==> src/source/controller_params.svh <==
//////////////////////////////
// Build-time switches and field widths for the RV32I pipeline controller
// Include in any file that needs a width or a feature switch
// Switches are 1-bit literals
//////////////////////////////

`ifndef CONTROLLER_PARAMS_SVH
`define CONTROLLER_PARAMS_SVH

// Field widths
`define INSTR_W  32              // Instruction word
`define FUNCT3_W 3               // funct3 field

// Feature switches
`define ZICSR_EN    1'b1         // CSR and privileged instructions legal
`define ZIFENCEI_EN 1'b1         // fence.i acts, otherwise fence is a nop
`define ICACHE_EN   1'b1         // fence.i invalidates I$ and flushes D$
`define DCACHE_EN   1'b1         // Store after store also stalls

`endif

==> src/source/controllerPkg.sv <==
//////////////////////////////
// Types shared by the controller modules and the testbench
// Opcode and selector enums plus the control payload of each stage
// Import with controllerPkg::* in a module body
//////////////////////////////

`include "controller_params.svh"

package controllerPkg;

  ////////////////////////////// Encodings

  typedef enum logic [6:0] {
    opLoad    = 7'b0000011,      // lb lh lw lbu lhu
    opMiscMem = 7'b0001111,      // fence, fence.i
    opOpImm   = 7'b0010011,      // I-type ALU
    opAuipc   = 7'b0010111,
    opStore   = 7'b0100011,      // sb sh sw
    opOp      = 7'b0110011,      // R-type ALU
    opLui     = 7'b0110111,
    opBranch  = 7'b1100011,
    opJalr    = 7'b1100111,
    opJal     = 7'b1101111,
    opSystem  = 7'b1110011       // CSR and privileged
  } opcodeT;

  typedef enum logic [2:0] {
    immI = 3'd0,
    immS = 3'd1,
    immB = 3'd2,
    immJ = 3'd3,
    immU = 3'd4
  } immSrcT;

  typedef enum logic [2:0] {
    resAlu  = 3'd0,              // ALU or address result
    resLoad = 3'd1,              // Load data
    resCsr  = 3'd2               // CSR read data
  } resultSrcT;

  typedef struct packed {
    logic read;                  // Bit 1
    logic write;                 // Bit 0
  } memRwT;

  typedef struct packed {
    logic stall;                 // Hold stage
    logic flush;                 // Clear stage on next edge
  } stageCtlT;

  ////////////////////////////// Stage payloads

  typedef struct packed {
    immSrcT immSrc;
    logic   jump;
    logic   branch;
    logic   illegal;             // No legal decode
    logic   storeStall;          // Store in Execute blocks Decode
  } decodeOutT;

  typedef struct packed {
    logic [`FUNCT3_W-1:0] aluSel;    // ALU operation
    logic                 regWrite;
    resultSrcT            resultSrc;
    memRwT                memRw;
    logic                 jump;
    logic                 branch;
    logic                 aluSrcA;   // PC as operand A
    logic                 aluSrcB;   // Immediate as operand B
    logic                 aluResultSrc;
    logic                 csrRead;
    logic                 csrWrite;
    logic                 privileged;
    logic [`FUNCT3_W-1:0] funct3;
    logic                 subArith;  // sub, sra, slt, sltu
    logic                 invalidateICache;
    logic                 flushDCache;
    logic                 fence;
    logic                 instrValid;
  } execCtrlT;

  typedef struct packed {
    logic                 regWrite;
    resultSrcT            resultSrc;
    memRwT                memRw;
    logic                 csrRead;
    logic                 csrWrite;
    logic                 privileged;
    logic [`FUNCT3_W-1:0] funct3;
    logic                 invalidateICache;
    logic                 flushDCache;
    logic                 csrWriteFence; // Flush younger stages
    logic                 instrValid;
  } memCtrlT;

  typedef struct packed {
    logic      regWrite;
    resultSrcT resultSrc;
  } wbCtrlT;

endpackage

==> src/source/controller.sv <==
//////////////////////////////
// Control unit of the five-stage RV32I pipeline
// Decoder, four stage control registers and Execute logic
// Stall and flush per stage come from the hazard unit
//////////////////////////////

`timescale 1ns/100ps

`include "controller_params.svh"

module controller (
  input  logic                      clk,
  input  logic                      rstN,
  input  logic [`INSTR_W-1:0]       instrD,        // Instruction in Decode
  input  logic [1:0]                flagsE,        // {eq, lt} from comparator
  input  controllerPkg::stageCtlT   ctlD,
  input  controllerPkg::stageCtlT   ctlE,
  input  controllerPkg::stageCtlT   ctlM,
  input  controllerPkg::stageCtlT   ctlW,
  output controllerPkg::decodeOutT  decodeD,
  output logic                      instrValidD,
  output controllerPkg::execCtrlT   execE,
  output logic                      pcSrcE,
  output logic                      branchSignedE,
  output logic                      memReadE,
  output controllerPkg::memCtrlT    memM,
  output controllerPkg::wbCtrlT     wbW
);
  import controllerPkg::*;

  execCtrlT  execD;                              // Decoded payload
  decodeOutT decodeRawD;                         // Decoder side, no stall yet
  memCtrlT   memE;
  wbCtrlT    wbM;                                // Writeback slice of Memory
  logic      storeStallD;

  ////////////////////////////// Decode

  instrDecoder i_decoder (
    .instrD  (instrD),
    .execD   (execD),
    .decodeD (decodeRawD)
  );

  assign decodeD = '{immSrc:     decodeRawD.immSrc,
                     jump:       decodeRawD.jump,
                     branch:     decodeRawD.branch,
                     illegal:    decodeRawD.illegal,
                     storeStall: storeStallD};

  stageReg #(.payloadT(logic)) i_regD (
    .clk(clk), .rstN(rstN), .ctl(ctlD),
    .d(1'b1), .q(instrValidD)                    // Valid once fetch fills Decode
  );

  ////////////////////////////// Execute

  stageReg #(.payloadT(execCtrlT)) i_regE (
    .clk(clk), .rstN(rstN), .ctl(ctlE),
    .d(execD), .q(execE)
  );

  executeCtrl i_execCtrl (
    .execE         (execE),
    .flagsE        (flagsE),
    .memRwD        (execD.memRw),
    .pcSrcE        (pcSrcE),
    .branchSignedE (branchSignedE),
    .memReadE      (memReadE),
    .storeStallD   (storeStallD),
    .memE          (memE)
  );

  ////////////////////////////// Memory and Writeback

  stageReg #(.payloadT(memCtrlT)) i_regM (
    .clk(clk), .rstN(rstN), .ctl(ctlM),
    .d(memE), .q(memM)
  );

  assign wbM = '{regWrite: memM.regWrite, resultSrc: memM.resultSrc};

  stageReg #(.payloadT(wbCtrlT)) i_regW (
    .clk(clk), .rstN(rstN), .ctl(ctlW),
    .d(wbM), .q(wbW)
  );

endmodule

==> src/source/executeCtrl.sv <==
//////////////////////////////
// Execute-stage control logic
// Resolves branches from the comparator flags, derives Execute controls,
// builds the Memory payload and raises the store hazard stall
//////////////////////////////

`timescale 1ns/100ps

`include "controller_params.svh"

module executeCtrl (
  input  controllerPkg::execCtrlT execE,
  input  logic [1:0]              flagsE,        // {eq, lt}
  input  controllerPkg::memRwT    memRwD,        // Access of the instruction in Decode
  output logic                    pcSrcE,        // Redirect fetch
  output logic                    branchSignedE, // Signed compare
  output logic                    memReadE,
  output logic                    storeStallD,
  output controllerPkg::memCtrlT  memE
);

  logic eqE, ltE;
  logic branchFlagE;                             // Selected flag
  logic takenE;

  ////////////////////////////// Branch resolution

  assign {eqE, ltE}  = flagsE;
  assign branchFlagE = execE.funct3[2] ? ltE : eqE; // blt/bge family uses lt
  assign takenE      = branchFlagE ^ execE.funct3[0]; // bne, bge, bgeu invert
  assign pcSrcE      = execE.jump | (execE.branch & takenE);

  // bltu and bgeu compare unsigned
  assign branchSignedE = execE.branch & (execE.funct3[2:1] != 2'b11);

  ////////////////////////////// Execute controls

  assign memReadE = execE.memRw.read;

  // Memory cannot read right after a write, nor write again with a D$
  assign storeStallD = execE.memRw.write &
                       (memRwD.read | (memRwD.write & `DCACHE_EN));

  ////////////////////////////// Memory payload

  assign memE = '{regWrite:         execE.regWrite,
                  resultSrc:        execE.resultSrc,
                  memRw:            execE.memRw,
                  csrRead:          execE.csrRead,
                  csrWrite:         execE.csrWrite,
                  privileged:       execE.privileged,
                  funct3:           execE.funct3,
                  invalidateICache: execE.invalidateICache,
                  flushDCache:      execE.flushDCache,
                  csrWriteFence:    execE.csrWrite | execE.fence, // Flush younger work
                  instrValid:       execE.instrValid};

endmodule

==> src/source/instrDecoder.sv <==
//////////////////////////////
// Decode-stage control for RV32I with exact funct legality checks
// Fully combinational from the instruction in Decode
// Drives the Execute payload and the Decode-only outputs
//////////////////////////////

`timescale 1ns/100ps

`include "controller_params.svh"

module instrDecoder (
  input  logic [`INSTR_W-1:0]      instrD,
  output controllerPkg::execCtrlT  execD,
  output controllerPkg::decodeOutT decodeD
);
  import controllerPkg::*;

  opcodeT               opD;              // Major opcode
  logic [`FUNCT3_W-1:0] funct3D;
  logic [6:0]           funct7D;
  logic [4:0]           rs1D;             // rs1 or CSR uimm
  logic                 funct7ZeroD, funct7b5D;
  logic                 shiftOkD, opOkD, loadOkD, storeOkD, branchOkD, jalrOkD;
  execCtrlT             baseD;            // Main decoder word
  immSrcT               immSrcD;
  logic                 aluOpD;           // ALU op uses funct3
  logic                 legalD;
  logic                 subD, sraD, sltD, sltuD;
  logic                 csrZeroSrcD;      // Set/clear with zero source
  logic                 fenceID;          // fence.i

  // Field extraction
  assign opD     = opcodeT'(instrD[6:0]);
  assign funct3D = instrD[14:12];
  assign funct7D = instrD[31:25];
  assign rs1D    = instrD[19:15];

  ////////////////////////////// Funct legality

  assign funct7ZeroD = (funct7D == 7'b0000000);
  assign funct7b5D   = (funct7D == 7'b0100000);   // srai, sub, sra

  assign shiftOkD  = ((funct3D == 3'b001) & funct7ZeroD) |
                     ((funct3D == 3'b101) & (funct7ZeroD | funct7b5D)) |
                     ((funct3D != 3'b001) & (funct3D != 3'b101)); // Non-shifts take any imm
  assign opOkD     = funct7ZeroD | (funct7b5D & ((funct3D == 3'b000) | (funct3D == 3'b101)));
  assign loadOkD   = funct3D inside {3'b000, 3'b001, 3'b010, 3'b100, 3'b101};
  assign storeOkD  = funct3D inside {3'b000, 3'b001, 3'b010};
  assign branchOkD = (funct3D[2:1] != 2'b01);     // No 010, 011
  assign jalrOkD   = (funct3D == 3'b000);

  ////////////////////////////// Main decoder

  always_comb begin : mainDecode
    baseD   = '0;
    immSrcD = immI;
    aluOpD  = 1'b0;
    legalD  = 1'b0;
    case (opD)
      opLoad: begin
        legalD              = loadOkD;
        baseD.regWrite      = 1'b1;
        baseD.aluSrcB       = 1'b1;
        baseD.memRw.read    = 1'b1;
        baseD.resultSrc     = resLoad;
      end
      opStore: begin
        legalD              = storeOkD;
        immSrcD             = immS;
        baseD.aluSrcB       = 1'b1;
        baseD.memRw.write   = 1'b1;
      end
      opOpImm: begin
        legalD              = shiftOkD;
        baseD.regWrite      = 1'b1;
        baseD.aluSrcB       = 1'b1;
        aluOpD              = 1'b1;
      end
      opOp: begin
        legalD              = opOkD;
        baseD.regWrite      = 1'b1;
        aluOpD              = 1'b1;
      end
      opAuipc: begin
        legalD              = 1'b1;
        baseD.regWrite      = 1'b1;
        immSrcD             = immU;
        baseD.aluSrcA       = 1'b1;         // PC + imm
        baseD.aluSrcB       = 1'b1;
      end
      opLui: begin
        legalD              = 1'b1;
        baseD.regWrite      = 1'b1;
        immSrcD             = immU;
        baseD.aluSrcB       = 1'b1;
        baseD.aluResultSrc  = 1'b1;         // Pass imm through
      end
      opBranch: begin
        legalD              = branchOkD;
        immSrcD             = immB;
        baseD.aluSrcA       = 1'b1;         // Target = PC + imm
        baseD.aluSrcB       = 1'b1;
        baseD.branch        = 1'b1;
      end
      opJalr: begin
        legalD              = jalrOkD;
        baseD.regWrite      = 1'b1;
        baseD.aluSrcB       = 1'b1;
        baseD.jump          = 1'b1;
        baseD.aluResultSrc  = 1'b1;         // Link address
      end
      opJal: begin
        legalD              = 1'b1;
        baseD.regWrite      = 1'b1;
        immSrcD             = immJ;
        baseD.aluSrcA       = 1'b1;
        baseD.aluSrcB       = 1'b1;
        baseD.jump          = 1'b1;
        baseD.aluResultSrc  = 1'b1;
      end
      opMiscMem: begin
        legalD              = 1'b1;         // Plain fence is a nop
        baseD.fence         = `ZIFENCEI_EN;
      end
      opSystem: begin
        legalD              = `ZICSR_EN;
        if (funct3D == 3'b000) begin
          baseD.privileged  = 1'b1;         // ecall, mret etc decoded later
        end else begin
          baseD.csrRead     = 1'b1;
          baseD.resultSrc   = resCsr;
        end
      end
      default: legalD = 1'b0;
    endcase
    // Illegal encodings carry no controls
    if (!legalD) begin
      baseD   = '0;
      immSrcD = immI;
      aluOpD  = 1'b0;
    end
  end

  ////////////////////////////// ALU, CSR and fence detail

  assign subD  = (funct3D == 3'b000) & funct7D[5] & instrD[5]; // Opcode bit 5 splits sub from addi
  assign sraD  = (funct3D == 3'b101) & funct7D[5];
  assign sltD  = (funct3D == 3'b010);
  assign sltuD = (funct3D == 3'b011);

  assign csrZeroSrcD = (rs1D == 5'd0);             // Same bits for rs1 and uimm
  assign fenceID     = baseD.fence & (funct3D == 3'b001) & `ICACHE_EN;

  always_comb begin : execBuild
    execD                  = baseD;
    execD.aluSel           = aluOpD ? funct3D : 3'b000; // Add for address generation
    execD.csrWrite         = baseD.csrRead & ~(csrZeroSrcD & funct3D[1]); // csrrs/csrrc x0
    execD.funct3           = funct3D;
    execD.subArith         = aluOpD & (subD | sraD | sltD | sltuD);
    execD.invalidateICache = fenceID;
    execD.flushDCache      = fenceID;
    execD.instrValid       = 1'b1;
  end

  assign decodeD = '{immSrc:     immSrcD,
                     jump:       baseD.jump,
                     branch:     baseD.branch,
                     illegal:    ~legalD,
                     storeStall: 1'b0};   // Filled in by the execute logic
endmodule

==> src/source/stageReg.sv <==
//////////////////////////////
// Pipeline control register with stall enable and flush clear
// One instance per stage, payload chosen by type parameter
//////////////////////////////

`timescale 1ns/100ps

module stageReg #(
  parameter type payloadT = logic        // Stage control payload
) (
  input  logic                    clk,
  input  logic                    rstN,
  input  controllerPkg::stageCtlT ctl,   // Stall and flush for this stage
  input  payloadT                 d,
  output payloadT                 q
);

  always_ff @(posedge clk or negedge rstN) begin
    if (!rstN) begin
      q <= '0;                           // Empty stage after reset
    end else if (!ctl.stall) begin       // Stall wins over flush
      if (ctl.flush) begin
        q <= '0;                         // Bubble
      end else begin
        q <= d;
      end
    end
  end

endmodule
==> config.mk <==
export PLATFORM = sky130hd
export DESIGN_NAME = controller
export DESIGN_NICKNAME = d
export VERILOG_FILES = /design/src/source/controllerPkg.sv /design/src/source/controller.sv /design/src/source/executeCtrl.sv /design/src/source/instrDecoder.sv /design/src/source/stageReg.sv
export VERILOG_INCLUDE_DIRS = /design/src /design/src/source
export SDC_FILE = /design/constraint.sdc
export NUM_CORES = 1
export LEC_CHECK = 0
export BUFFER_PORTS_ARGS = -buffer_cell sky130_fd_sc_hd__buf_2
export CORE_MARGIN = 3
export CORE_UTILIZATION = 47
export CTS_CLUSTER_SIZE = 10
export DETAILED_ROUTE_END_ITERATION = 8
export GPL_TIMING_DRIVEN = 0
export PLACE_DENSITY = 0.8
export SLEW_MARGIN = 30
export SYNTH_ARGS = -nofsm -noshare
export SYNTH_HDL_FRONTEND = slang
export SYNTH_SLANG_ARGS = --single-unit
export TNS_END_PERCENT = 30
==> constraint.sdc <==
create_clock -name clk -period 1.55 [get_ports clk]
set_input_delay 0.155 -clock clk [delete_from_list [all_inputs] [get_ports clk]]
set_output_delay 0.155 -clock clk [all_outputs]
set_load 0.005 [all_outputs]
Yosys cells after proc, flatten, opt, wreduce, memory -nomap -nowiden

Cells that the tools add are included.
Widths: inputs -> output; s select.

Eq/ne operators: 21
Reduce and logical (&&, ||, !) cells: 13
Shift-type cells: 0
Magnitude comparators: 0
Divide/modulo/power cells: 0
Bitwise operators: 28
Add/sub/neg operators: 0
Muxes and demuxes: 27
Multiply operators: 0

Operators by type and width:

| cell               | count |
|---|---|
| $eq 7x6->1 const B | 4 |
| $eq 7x7->1 const B | 4 |
| $mux 25            | 1 |
| $mux 22            | 1 |
| $mux 1             | 17 |
| $mux 16            | 1 |
| $and 1x1->1        | 14 |
| $eq 7x5->1 const B | 2 |
| $pmux 3 s4         | 1 |
| $or 1x1->1         | 11 |
| $reduce_or 8->1    | 1 |
| $eq 7x2->1 const B | 1 |
| $eq 7x4->1 const B | 1 |
| $logic_not 7->1    | 1 |
| $pmux 1 s7         | 1 |
| $reduce_or 7->1    | 1 |
| $eq 3x2->1 const B | 2 |
| $eq 3x3->1 const B | 2 |
| $mux 3             | 2 |
| $reduce_or 2->1    | 3 |
| $reduce_or 3->1    | 2 |
| $logic_not 5->1    | 1 |
| $reduce_bool 5->1  | 1 |
| $reduce_or 5->1    | 1 |
| other kinds (12)   | 13 |

Memories kept: 0
ROM bits: 0
Flip-flop bits (word level): 46
Bits in latches: 0
Bits in writable memories: 0
Word-level logic and storage cells: 123
Input port bits: 44

Logic depth before layout (Yosys ltp)

Depth after elaboration: 9
Gate-level depth with buffers: 6

Hierarchy

From an unflattened synthesis, not the netlist that was laid out.

Cell total of the unflattened synthesis: 315
Area, all modules: 2,676.3 µm²

By module, submodules not included:

| module            | instances | cells an instance | area an instance (µm²) |
|---|---|---|---|
| stageReg (i_regE) | 1         | 106               | 1,038.5 |
| stageReg (i_regM) | 1         | 67                | 671.9 |
| instrDecoder      | 1         | 99                | 585.6 |
| executeCtrl       | 1         | 22                | 167.7 |
| stageReg (i_regW) | 1         | 15                | 157.7 |
| stageReg (i_regD) | 1         | 4                 | 43.8 |
| controller        | 1         | 2                 | 11.3 |

Least setup slack after synthesis

No wires, ideal clock.

Path type: input port to output port
Start point: input port instrD[26]
End point: output port decodeD[3] (netlist bit)
Stages on the path: 5
Data arrival time: 1,390 ps
Path slack: 5 ps
Required time: 1,395 ps
Cells stage by stage: or4_1 -> o32ai_1 -> and3_2 -> a221oi_4 -> nor3_1

RTL lines:

| item        | RTL line         | RTL |
|---|---|---|
| from (decl) | controller.sv:14 | `` input logic [`INSTR_W-1:0] instrD, `` |
| to (decl)   | controller.sv:20 | `output controllerPkg::decodeOutT decodeD,` |

==> flow_metrics.tcl <==
set metrics [dict create \
    violations "setup timing" \
    cts_buffers 5 \
    crit_fanout 3 \
    initial_utilization_pct 49.5 \
    fin_skew_ps 2.10 \
    rsz0062_at_grt "true" \
    start_kind "input port" \
    hold_viol 0 \
    diodes 0 \
    synthCells 236 \
    clkSlewWorstSetupHoldPaths_ps 70 \
    synth_seq_area_share_pct 46.6 \
    rows 24 \
    min_period_over_period_pct 109 \
    dpl_cell_area_mm2 0.00268 \
    die_width_um 74.5 \
    drc 0 \
    endpoint_kind "output pin" \
    yosysWarnings 0 \
    cts.sinks 41 \
    antenna_found_initial 0 \
    place_congestion 0.890 \
    p_leak_uw 0.00150 \
    drive_gt1_share_pct 36.2 \
    num_vias 2068 \
    path_class "in2out" \
    hold_end "i_regD.q$_DFFE_PN0N_" \
    gr-total-overflow 0 \
    dp_hpwl_mm 4.29 \
    coreArea_mm2 0.00444 \
    r2r-start "i_regE.q[17]$_DFFE_PN0N_" \
    synthArstFlopShare_pct 100 \
    ff2ff_path_depth 1 \
    clock-root-buffer "clkbuf_8" \
    fin_crit_ps 1690 \
    cap_violations 0 \
    synth_edf_count 0 \
    clk_latency_ps 300 \
    ioPinCount 100 \
    yosys_most_used_dff "dfrtp_1" \
    cp_data_arrival_time_ps 1530 \
    numPortBuffers 81 \
    avgViaCountPerCell 5.43 \
    avgRoutedWirePerCell_um 14.8 \
    whs_path_depth 2 \
    die_h_um 74.5 \
    reg2reg_to "i_regE.q[17]$_DFFE_PN0N_" \
    worstPathRequired_ps 1390 \
    htreeDepth 2 \
    first_global_vias 1862 \
    cts_buffer_depth 2 \
    fin_ws_ps -139 \
    netlist_area_mm2 0.00220 \
    synth_seq_cells 41 \
    hold_class "in2reg" \
    grt_max_degree 42 \
    syn_area_per_cell_um2 9.33 \
    routed_wl_mm 5.62 \
    whs_ps 52.9 \
    fin_nets 372 \
    synth_cell_type_count 48 \
    peakVddDrop_mv 0.307 \
    outcome "complete, but fails checks" \
    cts_tree "built" \
    die_area_mm2 0.00554 \
    finalSetupTns_ps -184 \
    initialDrtViolationCount 95 \
    grt_pass1_wl_mm 8.91 \
    design_area_mm2 0.00285 \
    ff2ff_setup_slack_ps 780 \
    min_from "ctlD[0]" \
    ant_nets 0 \
    dr.pass1.iters 4 \
    syn2layout_area_growth_pct 29.5 \
    max_freq_mhz 592 \
    setup_viol 2 \
    powerDensity_mw_per_mm2 800 \
    drv_slew 0 \
    grt.total_usage_pct 21.1 \
]
cell usage after synthesis (all sizes together), types with 2 or more instances:
master  count  share of area, %
a21o        5               1.7
a21oi       2              0.45
a31oi       2              0.57
a32o        5               2.3
and2b       2              0.80
and3        2              0.68
buf        11               4.1
clkbuf     10               3.1
dfrtp      41                47
inv         5              0.85
mux2i       2              0.91
nand2      43               7.3
nand2b     16               4.5
nand3      10               2.3
nand4       2              0.57
nor2       12               2.0
nor3        4              0.91
o21ai      31               7.4
o31ai       5               1.9
o32ai       2              0.80
or4         2              0.68
xnor2       2              0.80
cells by family after synthesis:
group	after synthesis	synth area share (%)
AND/OR/NAND/NOR	100	22.8
AO/OA/AOI/OAI	63	20.1
flip-flops	41	46.6
buffers and inverters	27	8.69
XOR/XNOR	2	0.796
multiplexers	2	0.909
other	1	0.170
worst max path at each step:
| stage | start | to |
|---|---|---|
| floorplan | instrD[26] | decodeD[3] |
| global placement | instrD[26] | decodeD[3] |
| detailed placement | instrD[26] | decodeD[3] |
| CTS | instrD[26] | decodeD[3] |
| global route | instrD[26] | decodeD[3] |
| finish | instrD[26] | decodeD[3] |
placed cells by master, fill, tap and decap left out, types with 3 or more instances in the layout:
master    instances
buf_2            80
nand3_1          10
nor2_1           12
nand2b_1         16
conb_1            3
clkbuf_1          7
nor3_1            3
nand2_1          43
buf_6             4
a32o_1            5
buf_4             9
clkbuf_8          9
a21o_1            5
o21ai_0          29
o31ai_1           4
inv_1             5
dfrtp_1          40
sequential cells by signal, summed over array words and instances (netlist names):
register,cells
i_regM.q,14
i_regW.q,3
i_regD.q,1
i_regE.q,23
final cells by class:
cell class	count	area [um2]
sequential	41	1030
inverter	5	18.8
tap	52	65.1
fill	389	1590
multi-input combinational	170	1020
buffer	22	173
clock buffer	7	86.3
timing repair buffer	83	432
clock inverter	1	30.0
worst max-delay path, stage by stage:
cell      delay, ps
buf_6            90
or4_4           520
o32ai_2         220
and3_4          230
a221oi_4         70
nor3_2          110
buf_2           130
stage by stage:
stage	utilization [%]	power, uW	setup slack [ps]	cells
floorplan	-	1280	4.87	238
global placement	60.3	1400	-259	371
detailed placement	60.3	1410	-241	371
CTS	63.8	2290	-147	380
global route	64.2	2370	-192	381
finish	64.2	2280	-139	381
repair_timing:
item / in CTS / in global routing
endpoints found under the setup margin: 6 / 4
pin swaps: 3 / 1
gates resized for setup: 7 / 1
setup buffers: 1 / 0
hold buffers: 0 / 1
hold endpoints to repair: 0 / 41
power by group:
part	internal, uW	switching [uW]	total [uW]	leakage [uW]
registers	1090	17.3	1110	0.000563
logic	125	169	293	0.000881
clock network	525	357	882	0.0000585
per-layer routing:
layer  vias up  part of all wire [%]  global-route usage [%]  wire [um]
met1       962                    42                    27.5       2370
met5         -                     0                       0          0
met4         0                   1.7                    7.11         98
li1       1001                     -                       -          -
met2        96                    48                    35.0       2710
met3         9                   7.9                    4.59        442
No activity file was read; power rests on OpenSTA's default activity.
